<file path="config.mk">
export PLATFORM = sky130hd
export DESIGN_NAME = reset_ctrl_top
export DESIGN_NICKNAME = d
export VERILOG_FILES = /design/src/source/rst_pkg.sv /design/src/source/reset_sources.sv /design/src/source/watchdog_timer.sv /design/src/source/reset_stretcher.sv /design/src/source/reset_ctrl_top.sv
export VERILOG_INCLUDE_DIRS = /design/src /design/src/source
export SDC_FILE = /design/constraint.sdc
export NUM_CORES = 1
export LEC_CHECK = 0
export ABC_AREA = 1
export BUFFER_PORTS_ARGS = -buffer_cell sky130_fd_sc_hd__buf_2
export CAP_MARGIN = 20
export CORE_MARGIN = 2
export CORE_UTILIZATION = 43
export CTS_BUF_LIST = sky130_fd_sc_hd__clkbuf_4 sky130_fd_sc_hd__clkbuf_8
export CTS_CLUSTER_DIAMETER = 30
export DETAILED_ROUTE_END_ITERATION = 8
export PLACE_DENSITY = 0.57
export SYNTH_ARGS = -nofsm -noshare
export SYNTH_HDL_FRONTEND = slang
export SYNTH_SLANG_ARGS = --single-unit
</file>
<file path="constraint.sdc">
create_clock -name clk -period 1.8 [get_ports clk]
set_clock_uncertainty 0.2 [all_clocks]
set_input_delay 0.27 -clock clk [delete_from_list [all_inputs] [get_ports clk]]
set_output_delay 0.27 -clock clk [all_outputs]
set_load 0.005 [all_outputs]
</file>
<file path="src/source/rst_defines.svh">
// Build-time constants for the reset controller
// Included by any RTL or testbench file that needs a cycle count or a depth
// Override a value by defining the macro before this header is read

`ifndef RST_DEFINES_SVH
`define RST_DEFINES_SVH

// --------------------
// Reset stretch
// --------------------
// Cycles rst_n stays low after the last request cycle
`define RST_STRETCH_CYCLES 16

// --------------------
// Request sources
// --------------------
// Cycles without a kick before the watchdog bites
`define WDT_TIMEOUT_CYCLES 40
// Flops in the push-button synchronizer, at least 2
`define BTN_SYNC_STAGES 2

`endif

</file>
<file path="src/source/rst_pkg.sv">
// Shared types for the reset controller
// Referenced by scoped name from the RTL and the testbench

package rst_pkg;

  // --------------------
  // Counter widths
  // --------------------

  // Stretch counter, bounds the longest stretch
  typedef logic [7:0] rst_ctr_t;

  // Watchdog down-counter
  typedef logic [15:0] wdt_ctr_t;

  // --------------------
  // Reset cause record
  // --------------------

  // Sticky flags, one per request source
  // por is the top bit, watchdog the bottom bit
  typedef struct packed {
    // Power-on reset seen
    logic por;
    // Push-button press seen
    logic button;
    // Software strobe seen
    logic software;
    // Watchdog bite seen
    logic watchdog;
  } rst_cause_t;

  // --------------------
  // Watchdog FSM
  // --------------------

  // IDLE while disabled, RUN while counting, BITE for one cycle
  typedef enum logic [1:0] {
    WDT_IDLE = 2'b00,
    WDT_RUN  = 2'b01,
    WDT_BITE = 2'b10
  } wdt_state_t;

endpackage

</file>
<file path="src/source/reset_sources.sv">
// Reset request collection for the reset controller
// Synchronizes the push button, merges button, software and watchdog
// requests into one system request, and keeps the sticky cause record

`timescale 1ns/100ps
`include "rst_defines.svh"

module reset_sources (
  input  logic                clk,
  input  logic                rst_ctr_we,
  input  logic                button_n,
  input  logic                sw_reset_req,
  input  logic                wdt_bite,
  input  logic                cause_clear,
  output logic                sys_reset_req,
  output rst_pkg::rst_cause_t rst_cause
);

  // --------------------
  // Registers and wires
  // --------------------

  // Button synchronizer chain, stage 0 sees the pin
  logic [`BTN_SYNC_STAGES-1:0] btn_sync_reg;
  // Press level in the clk domain
  logic                        btn_press;

  rst_pkg::rst_cause_t cause_reg;
  rst_pkg::rst_cause_t cause_new;

  // --------------------
  // Button synchronizer
  // --------------------

  // Pin is active low, chain carries the inverted level
  // A press of N cycles comes out as N cycles of btn_press,
  // delayed by the chain depth
  always_ff @(posedge clk) begin
    if (rst_ctr_we) begin
      btn_sync_reg <= '0;
    end else begin
      btn_sync_reg <= {btn_sync_reg[`BTN_SYNC_STAGES-2:0], ~button_n};
    end
  end

  assign btn_press = btn_sync_reg[`BTN_SYNC_STAGES-1];

  // --------------------
  // Request merge
  // --------------------

  // Plain OR, no added latency
  // Every input is a flop output or a strobe from outside
  assign sys_reset_req = btn_press | sw_reset_req | wdt_bite;

  // --------------------
  // Sticky cause record
  // --------------------

  // Clear first, then set, so a request in the clear cycle survives
  always_comb begin
    if (cause_clear) begin
      cause_new = '0;
    end else begin
      cause_new = cause_reg;
    end

    if (btn_press) begin
      cause_new.button = 1'b1;
    end
    if (sw_reset_req) begin
      cause_new.software = 1'b1;
    end
    if (wdt_bite) begin
      cause_new.watchdog = 1'b1;
    end
  end

  // Power-on leaves only the por flag
  always_ff @(posedge clk) begin
    if (rst_ctr_we) begin
      cause_reg <= '{por: 1'b1, button: 1'b0, software: 1'b0, watchdog: 1'b0};
    end else begin
      cause_reg <= cause_new;
    end
  end

  assign rst_cause = cause_reg;

  // --------------------
  // Checks
  // --------------------

  // Software must always see some cause after power-on or a request
  a_cause_after_reset: assert property (
    @(posedge clk) (rst_ctr_we || sys_reset_req) |=> (rst_cause != '0)
  ) else $error("reset cause record empty after a reset");

endmodule

</file>
<file path="src/source/watchdog_timer.sv">
// Watchdog timer for the reset controller
// Counts down while enabled, a kick or a low enable reloads it
// Bites with a one-cycle pulse on timeout, then reloads and keeps running

`timescale 1ns/100ps
`include "rst_defines.svh"

module watchdog_timer (
  input  logic clk,
  input  logic rst_ctr_we,
  input  logic wdt_enable,
  input  logic wdt_kick,
  output logic wdt_bite
);

  // Loaded on entry to RUN, bite follows WDT_TIMEOUT_CYCLES edges later
  localparam rst_pkg::wdt_ctr_t RELOAD = rst_pkg::wdt_ctr_t'(`WDT_TIMEOUT_CYCLES - 1);

  // --------------------
  // Registers and wires
  // --------------------
  rst_pkg::wdt_state_t state_reg;
  rst_pkg::wdt_state_t state_new;
  rst_pkg::wdt_ctr_t   ctr_reg;
  rst_pkg::wdt_ctr_t   ctr_new;

  // Only power-on resets the watchdog, rst_n does not reach it
  always_ff @(posedge clk) begin
    if (rst_ctr_we) begin
      state_reg <= rst_pkg::WDT_IDLE;
      ctr_reg   <= RELOAD;
    end else begin
      state_reg <= state_new;
      ctr_reg   <= ctr_new;
    end
  end

  // --------------------
  // Next-state logic
  // --------------------
  always_comb begin
    state_new = state_reg;
    ctr_new   = ctr_reg;

    case (state_reg)
      // Disabled, hold the full timeout
      rst_pkg::WDT_IDLE: begin
        ctr_new = RELOAD;
        if (wdt_enable) begin
          state_new = rst_pkg::WDT_RUN;
        end
      end

      rst_pkg::WDT_RUN: begin
        if (!wdt_enable) begin
          state_new = rst_pkg::WDT_IDLE;
          ctr_new   = RELOAD;
        end else if (wdt_kick) begin
          ctr_new = RELOAD;
        end else if (ctr_reg == '0) begin
          // Timeout reached
          state_new = rst_pkg::WDT_BITE;
          ctr_new   = RELOAD;
        end else begin
          ctr_new = ctr_reg - rst_pkg::wdt_ctr_t'(1);
        end
      end

      // Single cycle, then back to counting from the top
      rst_pkg::WDT_BITE: begin
        ctr_new = RELOAD;
        if (wdt_enable) begin
          state_new = rst_pkg::WDT_RUN;
        end else begin
          state_new = rst_pkg::WDT_IDLE;
        end
      end

      default: begin
        state_new = rst_pkg::WDT_IDLE;
        ctr_new   = RELOAD;
      end
    endcase
  end

  // Bite straight from the state flops
  assign wdt_bite = (state_reg == rst_pkg::WDT_BITE);

  // A kick buys a full timeout before the next bite
  a_kick_holds_off_bite: assert property (
    @(posedge clk) disable iff (rst_ctr_we) wdt_kick |=> !wdt_bite [*`WDT_TIMEOUT_CYCLES]
  ) else $error("watchdog bite within the timeout after a kick");

endmodule

</file>
<file path="src/source/reset_stretcher.sv">
// Reset stretcher for the system reset
// Holds rst_n low while a request is present and for STRETCH_CYCLES
// cycles after it, and during and after power-on reset

`timescale 1ns/100ps
`include "rst_defines.svh"

module reset_stretcher #(
  parameter int unsigned STRETCH_CYCLES = `RST_STRETCH_CYCLES
) (
  input  logic clk,
  input  logic rst_ctr_we,
  input  logic sys_reset_req,
  output logic rst_n
);

  // Count at which rst_n is released
  localparam rst_pkg::rst_ctr_t STRETCH_END = rst_pkg::rst_ctr_t'(STRETCH_CYCLES);

  // Counter must be able to reach the end count
  if (STRETCH_CYCLES >= (1 << $bits(rst_pkg::rst_ctr_t))) begin : g_range_check
    $error("STRETCH_CYCLES exceeds the stretch counter range");
  end

  // --------------------
  // Registers and wires
  // --------------------
  logic              req_reg;
  rst_pkg::rst_ctr_t ctr_reg;
  rst_pkg::rst_ctr_t ctr_new;
  logic              ctr_we;
  logic              rst_n_reg;
  logic              rst_n_new;

  assign rst_n = rst_n_reg;

  // Request is registered once before it reaches the counter
  always_ff @(posedge clk) begin
    if (rst_ctr_we) begin
      req_reg <= 1'b0;
    end else begin
      req_reg <= sys_reset_req;
    end

    rst_n_reg <= rst_n_new;
    if (ctr_we) begin
      ctr_reg <= ctr_new;
    end
  end

  // --------------------
  // Stretch logic
  // --------------------
  // Power-on or a live request restarts the count with rst_n low
  // Otherwise count up with rst_n low, then hold at the end count
  always_comb begin
    rst_n_new = 1'b1;
    ctr_new   = '0;
    ctr_we    = 1'b0;

    if (rst_ctr_we || req_reg) begin
      rst_n_new = 1'b0;
      ctr_we    = 1'b1;
    end else if (ctr_reg < STRETCH_END) begin
      rst_n_new = 1'b0;
      ctr_new   = ctr_reg + rst_pkg::rst_ctr_t'(1);
      ctr_we    = 1'b1;
    end
  end

  // Once the registered request drops, rst_n stays low for the whole stretch
  a_hold_after_req: assert property (
    @(posedge clk) disable iff (rst_ctr_we) $fell(req_reg) |-> !rst_n [*STRETCH_CYCLES + 1]
  ) else $error("rst_n released before the stretch completed");

endmodule

</file>
<file path="src/source/reset_ctrl_top.sv">
// Top level of the reset controller
// Connects the request sources, the watchdog and the reset stretcher
// clk and the power-on reset rst_ctr_we come from outside

`timescale 1ns/100ps

module reset_ctrl_top (
  input  logic                clk,
  input  logic                rst_ctr_we,
  // Push button, active low, asynchronous
  input  logic                button_n,
  input  logic                sw_reset_req,
  input  logic                wdt_enable,
  input  logic                wdt_kick,
  input  logic                cause_clear,
  output logic                rst_n,
  output rst_pkg::rst_cause_t rst_cause
);

  // --------------------
  // Internal wires
  // --------------------
  // One-cycle timeout pulse
  logic wdt_bite;
  // Merged request level
  logic sys_reset_req;

  // Button sync, request merge and cause record
  reset_sources u_reset_sources (
    .clk           (clk),
    .rst_ctr_we    (rst_ctr_we),
    .button_n      (button_n),
    .sw_reset_req  (sw_reset_req),
    .wdt_bite      (wdt_bite),
    .cause_clear   (cause_clear),
    .sys_reset_req (sys_reset_req),
    .rst_cause     (rst_cause)
  );

  // Runs from power-on reset only, so it survives its own bite
  watchdog_timer u_watchdog_timer (
    .clk        (clk),
    .rst_ctr_we (rst_ctr_we),
    .wdt_enable (wdt_enable),
    .wdt_kick   (wdt_kick),
    .wdt_bite   (wdt_bite)
  );

  // Stretch length from the shared default
  reset_stretcher u_reset_stretcher (
    .clk           (clk),
    .rst_ctr_we    (rst_ctr_we),
    .sys_reset_req (sys_reset_req),
    .rst_n         (rst_n)
  );

endmodule

</file>
==> results.json, run 1 <==
{
  "synth_top_area_cell": "dfxtp_1",
  "hold_viol_final": 0,
  "ir_worst_vdd_mv": 0.370,
  "regToRegSetupSlack_ns": 0.22,
  "min_from": "cause_clear",
  "synth_seq_cells": 34,
  "start_kind": "input port",
  "tns_ns": 0,
  "status": "complete, no violations",
  "ys_seq_area_frac": 0.486,
  "layout-drive-gt1-share": 0.188,
  "multi_input_area_um2": 681,
  "largest_register_ff_count": 16,
  "timing.max_cap.violations": 0,
  "synth_edf_count": 8,
  "cts_root_buf": "clkbuf_4",
  "area_growth_pct": 14.5,
  "finalSetupViolCount": 0,
  "critPathCaptureType": "register",
  "p_per_area_nw_per_um2": 758,
  "layout_setup_ws_ns": 0.136,
  "ff_latch_area_um2": 761,
  "cts_tree": "done",
  "cts_setup_buffers": 0,
  "clock_latency_ns": 0.34,
  "wl_per_cell_um": 9.99,
  "overflow": 0,
  "grt.total_usage": 0.163,
  "initial_core_util": 0.459,
  "grt_start_max_net_pins": 14,
  "diodes": 0,
  "max_freq_mhz": 601,
  "worst-r2r-cell-count": 8,
  "clock-sinks": 34,
  "yosysMostFrequentCell": "nand2_1",
  "htreeDepth": 2,
  "ioPinCount": 12,
  "finalCriticalPeriod_ns": 1.66,
  "grt_pass1_vias": 1194,
  "grt_first_pass_wirelength_mm": 5.10,
  "cp.required_ns": 1.83,
  "p_leak_nw": 0.789,
  "slew_viol_final": 0,
  "synth_cell_types": 25,
  "clk_path_buf_depth": 2,
  "drc": 0,
  "synth_ff_type": "dfxtp_1",
  "async_flop_share": 0,
  "vias": 1242,
  "finalNetCount": 231,
  "drtPass1Iterations": 4,
  "gp_congestion": 0.774,
  "drtAntennaViolNets": 0,
  "finalCritPeriodShare": 0.925,
  "antenna_found_initial": 0,
  "reg2reg_from": "u_watchdog_timer.ctr_reg[0]$_SDFF_PP1_",
  "hold_ws_ns": 0.0141,
  "netlist_top_cells_count": "nand2_1, inv_1, nor2_1, dfxtp_1, nand3_1",
  "synth_area_leaders": "dfxtp_1, edfxtp_1, nand2_1",
  "syn-cell-area_um2": 1570,
  "path_clk_slew_ns": 0.10,
  "dp_hpwl_mm": 1.97,
  "io_buffers": 11,
  "min_to": "u_reset_sources.rst_cause[3]$_SDFFE_PP1P_",
  "hp-class": "input port to register",
  "cp_data_arrival_time_ns": 1.70,
  "pre_cts_slack_ns": 0.177,
  "vias_per_cell": 4.62,
  "whs_path_depth": 4,
  "crit_type": "input port to register",
  "die_w_um": 64.4,
  "synth_area_per_cell_um2": 7.95,
  "yosys_warnings": 0,
  "synth_top_area_frac": 0.332,
  "rsz0062_at_grt": "false",
  "wl_mm": 2.69,
  "row_count": 21,
  "drt-initial-drc-count": 53,
  "path_max_fanout": 13,
  "cts_buffers": 5,
  "r2r_end": "u_watchdog_timer.ctr_reg[2]$_SDFF_PP1_",
  "core-area_um2": 3420,
  "dieArea_um2": 4140,
  "die_y_um": 64.4,
  "fillCellCount": 352,
  "synthCells": 197
}
## placed cells by master, fill, tap and decap left out
| cell type | count |
|---|---|
| a21oi_1 | 6 |
| a21oi_2 | 8 |
| a31oi_1 | 1 |
| buf_2 | 11 |
| clkbuf_4 | 7 |
| clkbuf_8 | 1 |
| conb_1 | 3 |
| dfxtp_1 | 26 |
| dlygate4sd3_1 | 6 |
| edfxtp_1 | 8 |
| ha_1 | 2 |
| inv_1 | 29 |
| inv_2 | 1 |
| nand2_1 | 45 |
| nand2_2 | 4 |
| nand2_4 | 1 |
| nand3_1 | 15 |
| nand3b_1 | 1 |
| nand4_1 | 1 |
| nor2_1 | 30 |
| nor2_2 | 4 |
| nor2_4 | 4 |
| nor3_1 | 1 |
| nor3b_1 | 1 |
| o21ai_0 | 2 |
| or2_1 | 1 |
| or2_2 | 1 |
| xnor2_1 | 1 |
| xor2_1 | 2 |
## power breakdown
part / internal (mW) / switching [mW] / total [mW] / leakage [nW]
sequential: 0.807 / 0.0105 / 0.817 / 0.296
clock: 0.223 / 0.253 / 0.476 / 0.0394
combinational: 0.0301 / 0.0352 / 0.0653 / 0.454
total: 1.06 / 0.299 / 1.36 / 0.789
## worst max path at each step
| stage | startpoint | to | cells past startpoint |
|---|---|---|---|
| 3_5_place_dp | u_watchdog_timer.ctr_reg[0]$_SDFF_PP1_ | u_watchdog_timer.ctr_reg[2]$_SDFF_PP1_ | 8 |
| 2_1_floorplan | u_watchdog_timer.ctr_reg[0]$_SDFF_PP1_ | u_watchdog_timer.ctr_reg[8]$_SDFF_PP0_ | 8 |
| 4_1_cts | rst_ctr_we | u_watchdog_timer.ctr_reg[2]$_SDFF_PP1_ | 8 |
| 3_3_place_gp | u_watchdog_timer.ctr_reg[0]$_SDFF_PP1_ | u_watchdog_timer.ctr_reg[2]$_SDFF_PP1_ | 8 |
| 5_1_grt | rst_ctr_we | u_watchdog_timer.ctr_reg[2]$_SDFF_PP1_ | 8 |
| 6_report | rst_ctr_we | u_watchdog_timer.ctr_reg[2]$_SDFF_PP1_ | 8 |
## metrics by stage
stage / power (mW) / cell area (µm²) / std cells / utilization
floorplan: 0.870 / 1570 / 199 / -
global placement: 0.889 / 1670 / 255 / 0.488
detailed placement: 0.891 / 1670 / 255 / 0.488
CTS: 1.38 / 1790 / 269 / 0.525
global route: 1.43 / 1790 / 269 / 0.525
finish: 1.36 / 1790 / 269 / 0.525
## layer usage
layer | track usage | vias up | wire length (µm)
met5 | 0 | - | 0
met4 | 0.0798 | 0 | 66
met3 | 0.0634 | 6 | 114
met2 | 0.260 | 13 | 1250
met1 | 0.190 | 560 | 1260
li1 | - | 663 | -
## final cells by class
| cell class | instances | area share |
|---|---|---|
| clock buffer | 8 | 0.0370 |
| inverter | 30 | 0.0628 |
| multi-input combinational | 134 | 0.380 |
| sequential | 34 | 0.424 |
| tap | 46 | 0.0321 |
| timing repair buffer | 17 | 0.0642 |
## cell families after synthesis
| logic type | Yosys count | synth area share |
|---|---|---|
| and+or+nand+nor | 109 | 0.320 |
| DFF | 34 | 0.486 |
| buffers and inverters | 31 | 0.0847 |
| AOI/OAI and AO/OA | 17 | 0.0743 |
| xor gates and xnor gates | 3 | 0.0168 |
| adders and majority gates | 2 | 0.0160 |
| other | 1 | 0.00239 |
## worst max-delay path: stages
cell and delay (ns):
dlygate4sd3_1 0.54, buf_2 0.16, inv_1 0.15, nand3_1 0.12, inv_1 0.11, nand2_4 0.16, inv_2 0.12, nand3_1 0.06
## timing repair
action / in CTS / in global routing
setup endpoints to repair: 0 / 1
hold endpoints to repair: 7 / 0
hold buffers: 6 / 0
gates resized for setup: 0 / 1
No activity file was read; power rests on OpenSTA's default activity.
==> inputs of run 2 (changes only) <==
Settings changed: HOLD_SLACK_MARGIN from default to 0.1, PLACE_DENSITY 0.57 to 0.6.
Clock period 1.8 ns to 1.45 ns, I/O delays scaled along.
==> run 2 against run 1 <==
Net effect:
- the flow now finishes with violations (hold timing)
- non-clock buffer count increased by 16
- sequential share of layout area shrank 5.2 points
- total power grew 33%
- setup slack lost 0.099 ns
- combinational power rose by 62%
- critical path depth shrank 4
- utilization grew 7.6 points
- routed wire length up 13%
- first-iteration DRC count fell by 68%
- worst hold slack lost 0.026 ns
- cell count grew 5.9%
- critical path type unchanged
==> results.json, run 2 (same netlist as run 1, synthesis figures left out) <==
{
  "p_per_area_nw_per_um2": 883,
  "overflow": 0,
  "wl_met1_mm": 1.41,
  "crit_type": "input port to register",
  "path_clk_slew_ns": 0.10,
  "drc": 0,
  "finalCriticalPeriod_ns": 1.41,
  "cp_slowest_cell": "dlygate4sd3_1",
  "pre_cts_slack_ns": -0.0869,
  "fillCellCount": 323,
  "largest_register_ff_count": 16,
  "hold_buffers": 7,
  "vias": 1306,
  "wl_met3_um": 66,
  "cts_tree": "done",
  "dp_hpwl_mm": 2.29,
  "dpl-instance-area_um2": 1810,
  "core-area_um2": 3420,
  "final_cell_area_um2": 2050,
  "area_growth_pct": 31.0,
  "hold_viol_final": 1,
  "hp-class": "input port to register",
  "cts_root_buf": "clkbuf_4",
  "max_freq_mhz": 708,
  "dieArea_um2": 4140,
  "critical-path-max-stage-delay_ns": 0.54,
  "final_common_cell": "nand2_1",
  "critPathCaptureType": "register",
  "start_kind": "input port",
  "p_leak_nw": 0.904,
  "wl_met2_mm": 1.49,
  "finalNetCount": 247,
  "layout_setup_ws_ns": 0.0369,
  "cp_data_arrival_time_ns": 1.48,
  "drtAntennaViolNets": 0,
  "clock-sinks": 34,
  "wl_per_cell_um": 10.7,
  "cp_cell_sequence": "dlygate4sd3_1 -> buf_2 -> nor2_1 -> dlygate4sd3_1",
  "grt.total_usage": 0.171,
  "die_y_um": 64.4,
  "htreeDepth": 2,
  "gp_congestion": 0.792,
  "violations": "hold timing",
  "antenna_found_initial": 0,
  "finalSetupViolCount": 0,
  "drtPass1Iterations": 4,
  "drt-initial-drc-count": 17,
  "grt_pass1_vias": 1256,
  "cts_buffers": 5,
  "timing.max_cap.violations": 0,
  "vias_per_cell": 4.58,
  "layout-drive-gt1-share": 0.301,
  "io_buffers": 11,
  "grt_start_max_net_pins": 11,
  "diodes": 0,
  "finalCritPeriodShare": 0.975,
  "grt_first_pass_wirelength_mm": 5.34,
  "die_w_um": 64.4,
  "rsz0062_at_grt": "true",
  "clk_path_buf_depth": 2,
  "cp_common_cell": "dlygate4sd3_1",
  "hold_ws_ns": -0.0123,
  "ioPinCount": 12,
  "final_cell_mix": "nand2_1, inv_1, nor2_1",
  "top_layer": "met4",
  "cp.required_ns": 1.52,
  "initial_core_util": 0.459,
  "slew_viol_final": 0,
  "status": "finished, violations left",
  "ir_worst_vdd_mv": 0.577,
  "wl_mm": 3.04,
  "path_max_fanout": 1,
  "row_count": 21,
  "clock_latency_ns": 0.32
}
-- run 2: cell types whose count changed in the layout (fill, tap and decap cells not counted), sizes merged --
cell and delta:
buf +15, clkbuf -1, dlygate4sd3 +1, bufinv +1
-- run 2: area by class of cell --
| cell class | instances | area, µm² | area share |
|---|---|---|---|
| Clock buffer | 7 | 52.6 | 0.0256 |
| Clock inverter | 1 | 30.0 | 0.0146 |
| Inverter | 30 | 113 | 0.0549 |
| Multi-Input combinational cell | 134 | 757 | 0.369 |
| Sequential cell | 34 | 763 | 0.372 |
| Tap cell | 46 | 57.6 | 0.0280 |
| Timing Repair Buffer | 33 | 279 | 0.136 |
-- run 2: worst paths after layout --
kind / start / endpoint / slack, ns / cells past startpoint
setup / recovery: button_n / u_reset_sources.btn_sync_reg[0]$_SDFF_PP0_ / 0.04 / 4
hold / removal: rst_ctr_we / u_reset_sources.rst_cause[3]$_SDFFE_PP1P_ / -0.01 / 3
setup reg to reg: u_watchdog_timer.ctr_reg[0]$_SDFF_PP1_ / u_watchdog_timer.ctr_reg[10]$_SDFF_PP0_ / 0.04 / 8
hold reg to reg: u_watchdog_timer.ctr_reg[0]$_SDFF_PP1_ / u_watchdog_timer.ctr_reg[0]$_SDFF_PP1_ / 0.21 / 1
-- run 2: through the flow --
stage               instances  TNS (ns)  power [mW]   util
floorplan                 199         0        1.08      -
global placement          269    -0.366        1.12  0.530
detailed placement        269    -0.786        1.12  0.530
CTS                       284         0        1.83  0.578
global route              285   -0.0914        1.91  0.601
finish                    285         0        1.81  0.601
-- run 2: metal layers --
metal,GRT usage,vias to the layer above
li1,-,689
met5,0,-
met3,0.0581,7
met2,0.289,12
met1,0.195,598
met4,0.0745,0
-- run 2: critical path, delay by kind of cell --
| family | cells | cell delay [ns] |
|---|---|---|
| buffers and inverters | 3 | 1.19 |
| AND/OR/NAND/NOR | 1 | 0.07 |
-- run 2: power breakdown --
| group | internal (mW) | switching, mW |
|---|---|---|
| sequential | 1.00 | 0.0132 |
| clock | 0.403 | 0.288 |
| combinational | 0.0546 | 0.0517 |
-- run 2: repair_timing --
action / in CTS / in global routing
gates cloned: 0 / 0
setup endpoints to repair: 14 / 16
gates resized for setup: 5 / 19
hold endpoints to repair: 9 / 3
pin swaps: 4 / 6
setup buffers: 0 / 1
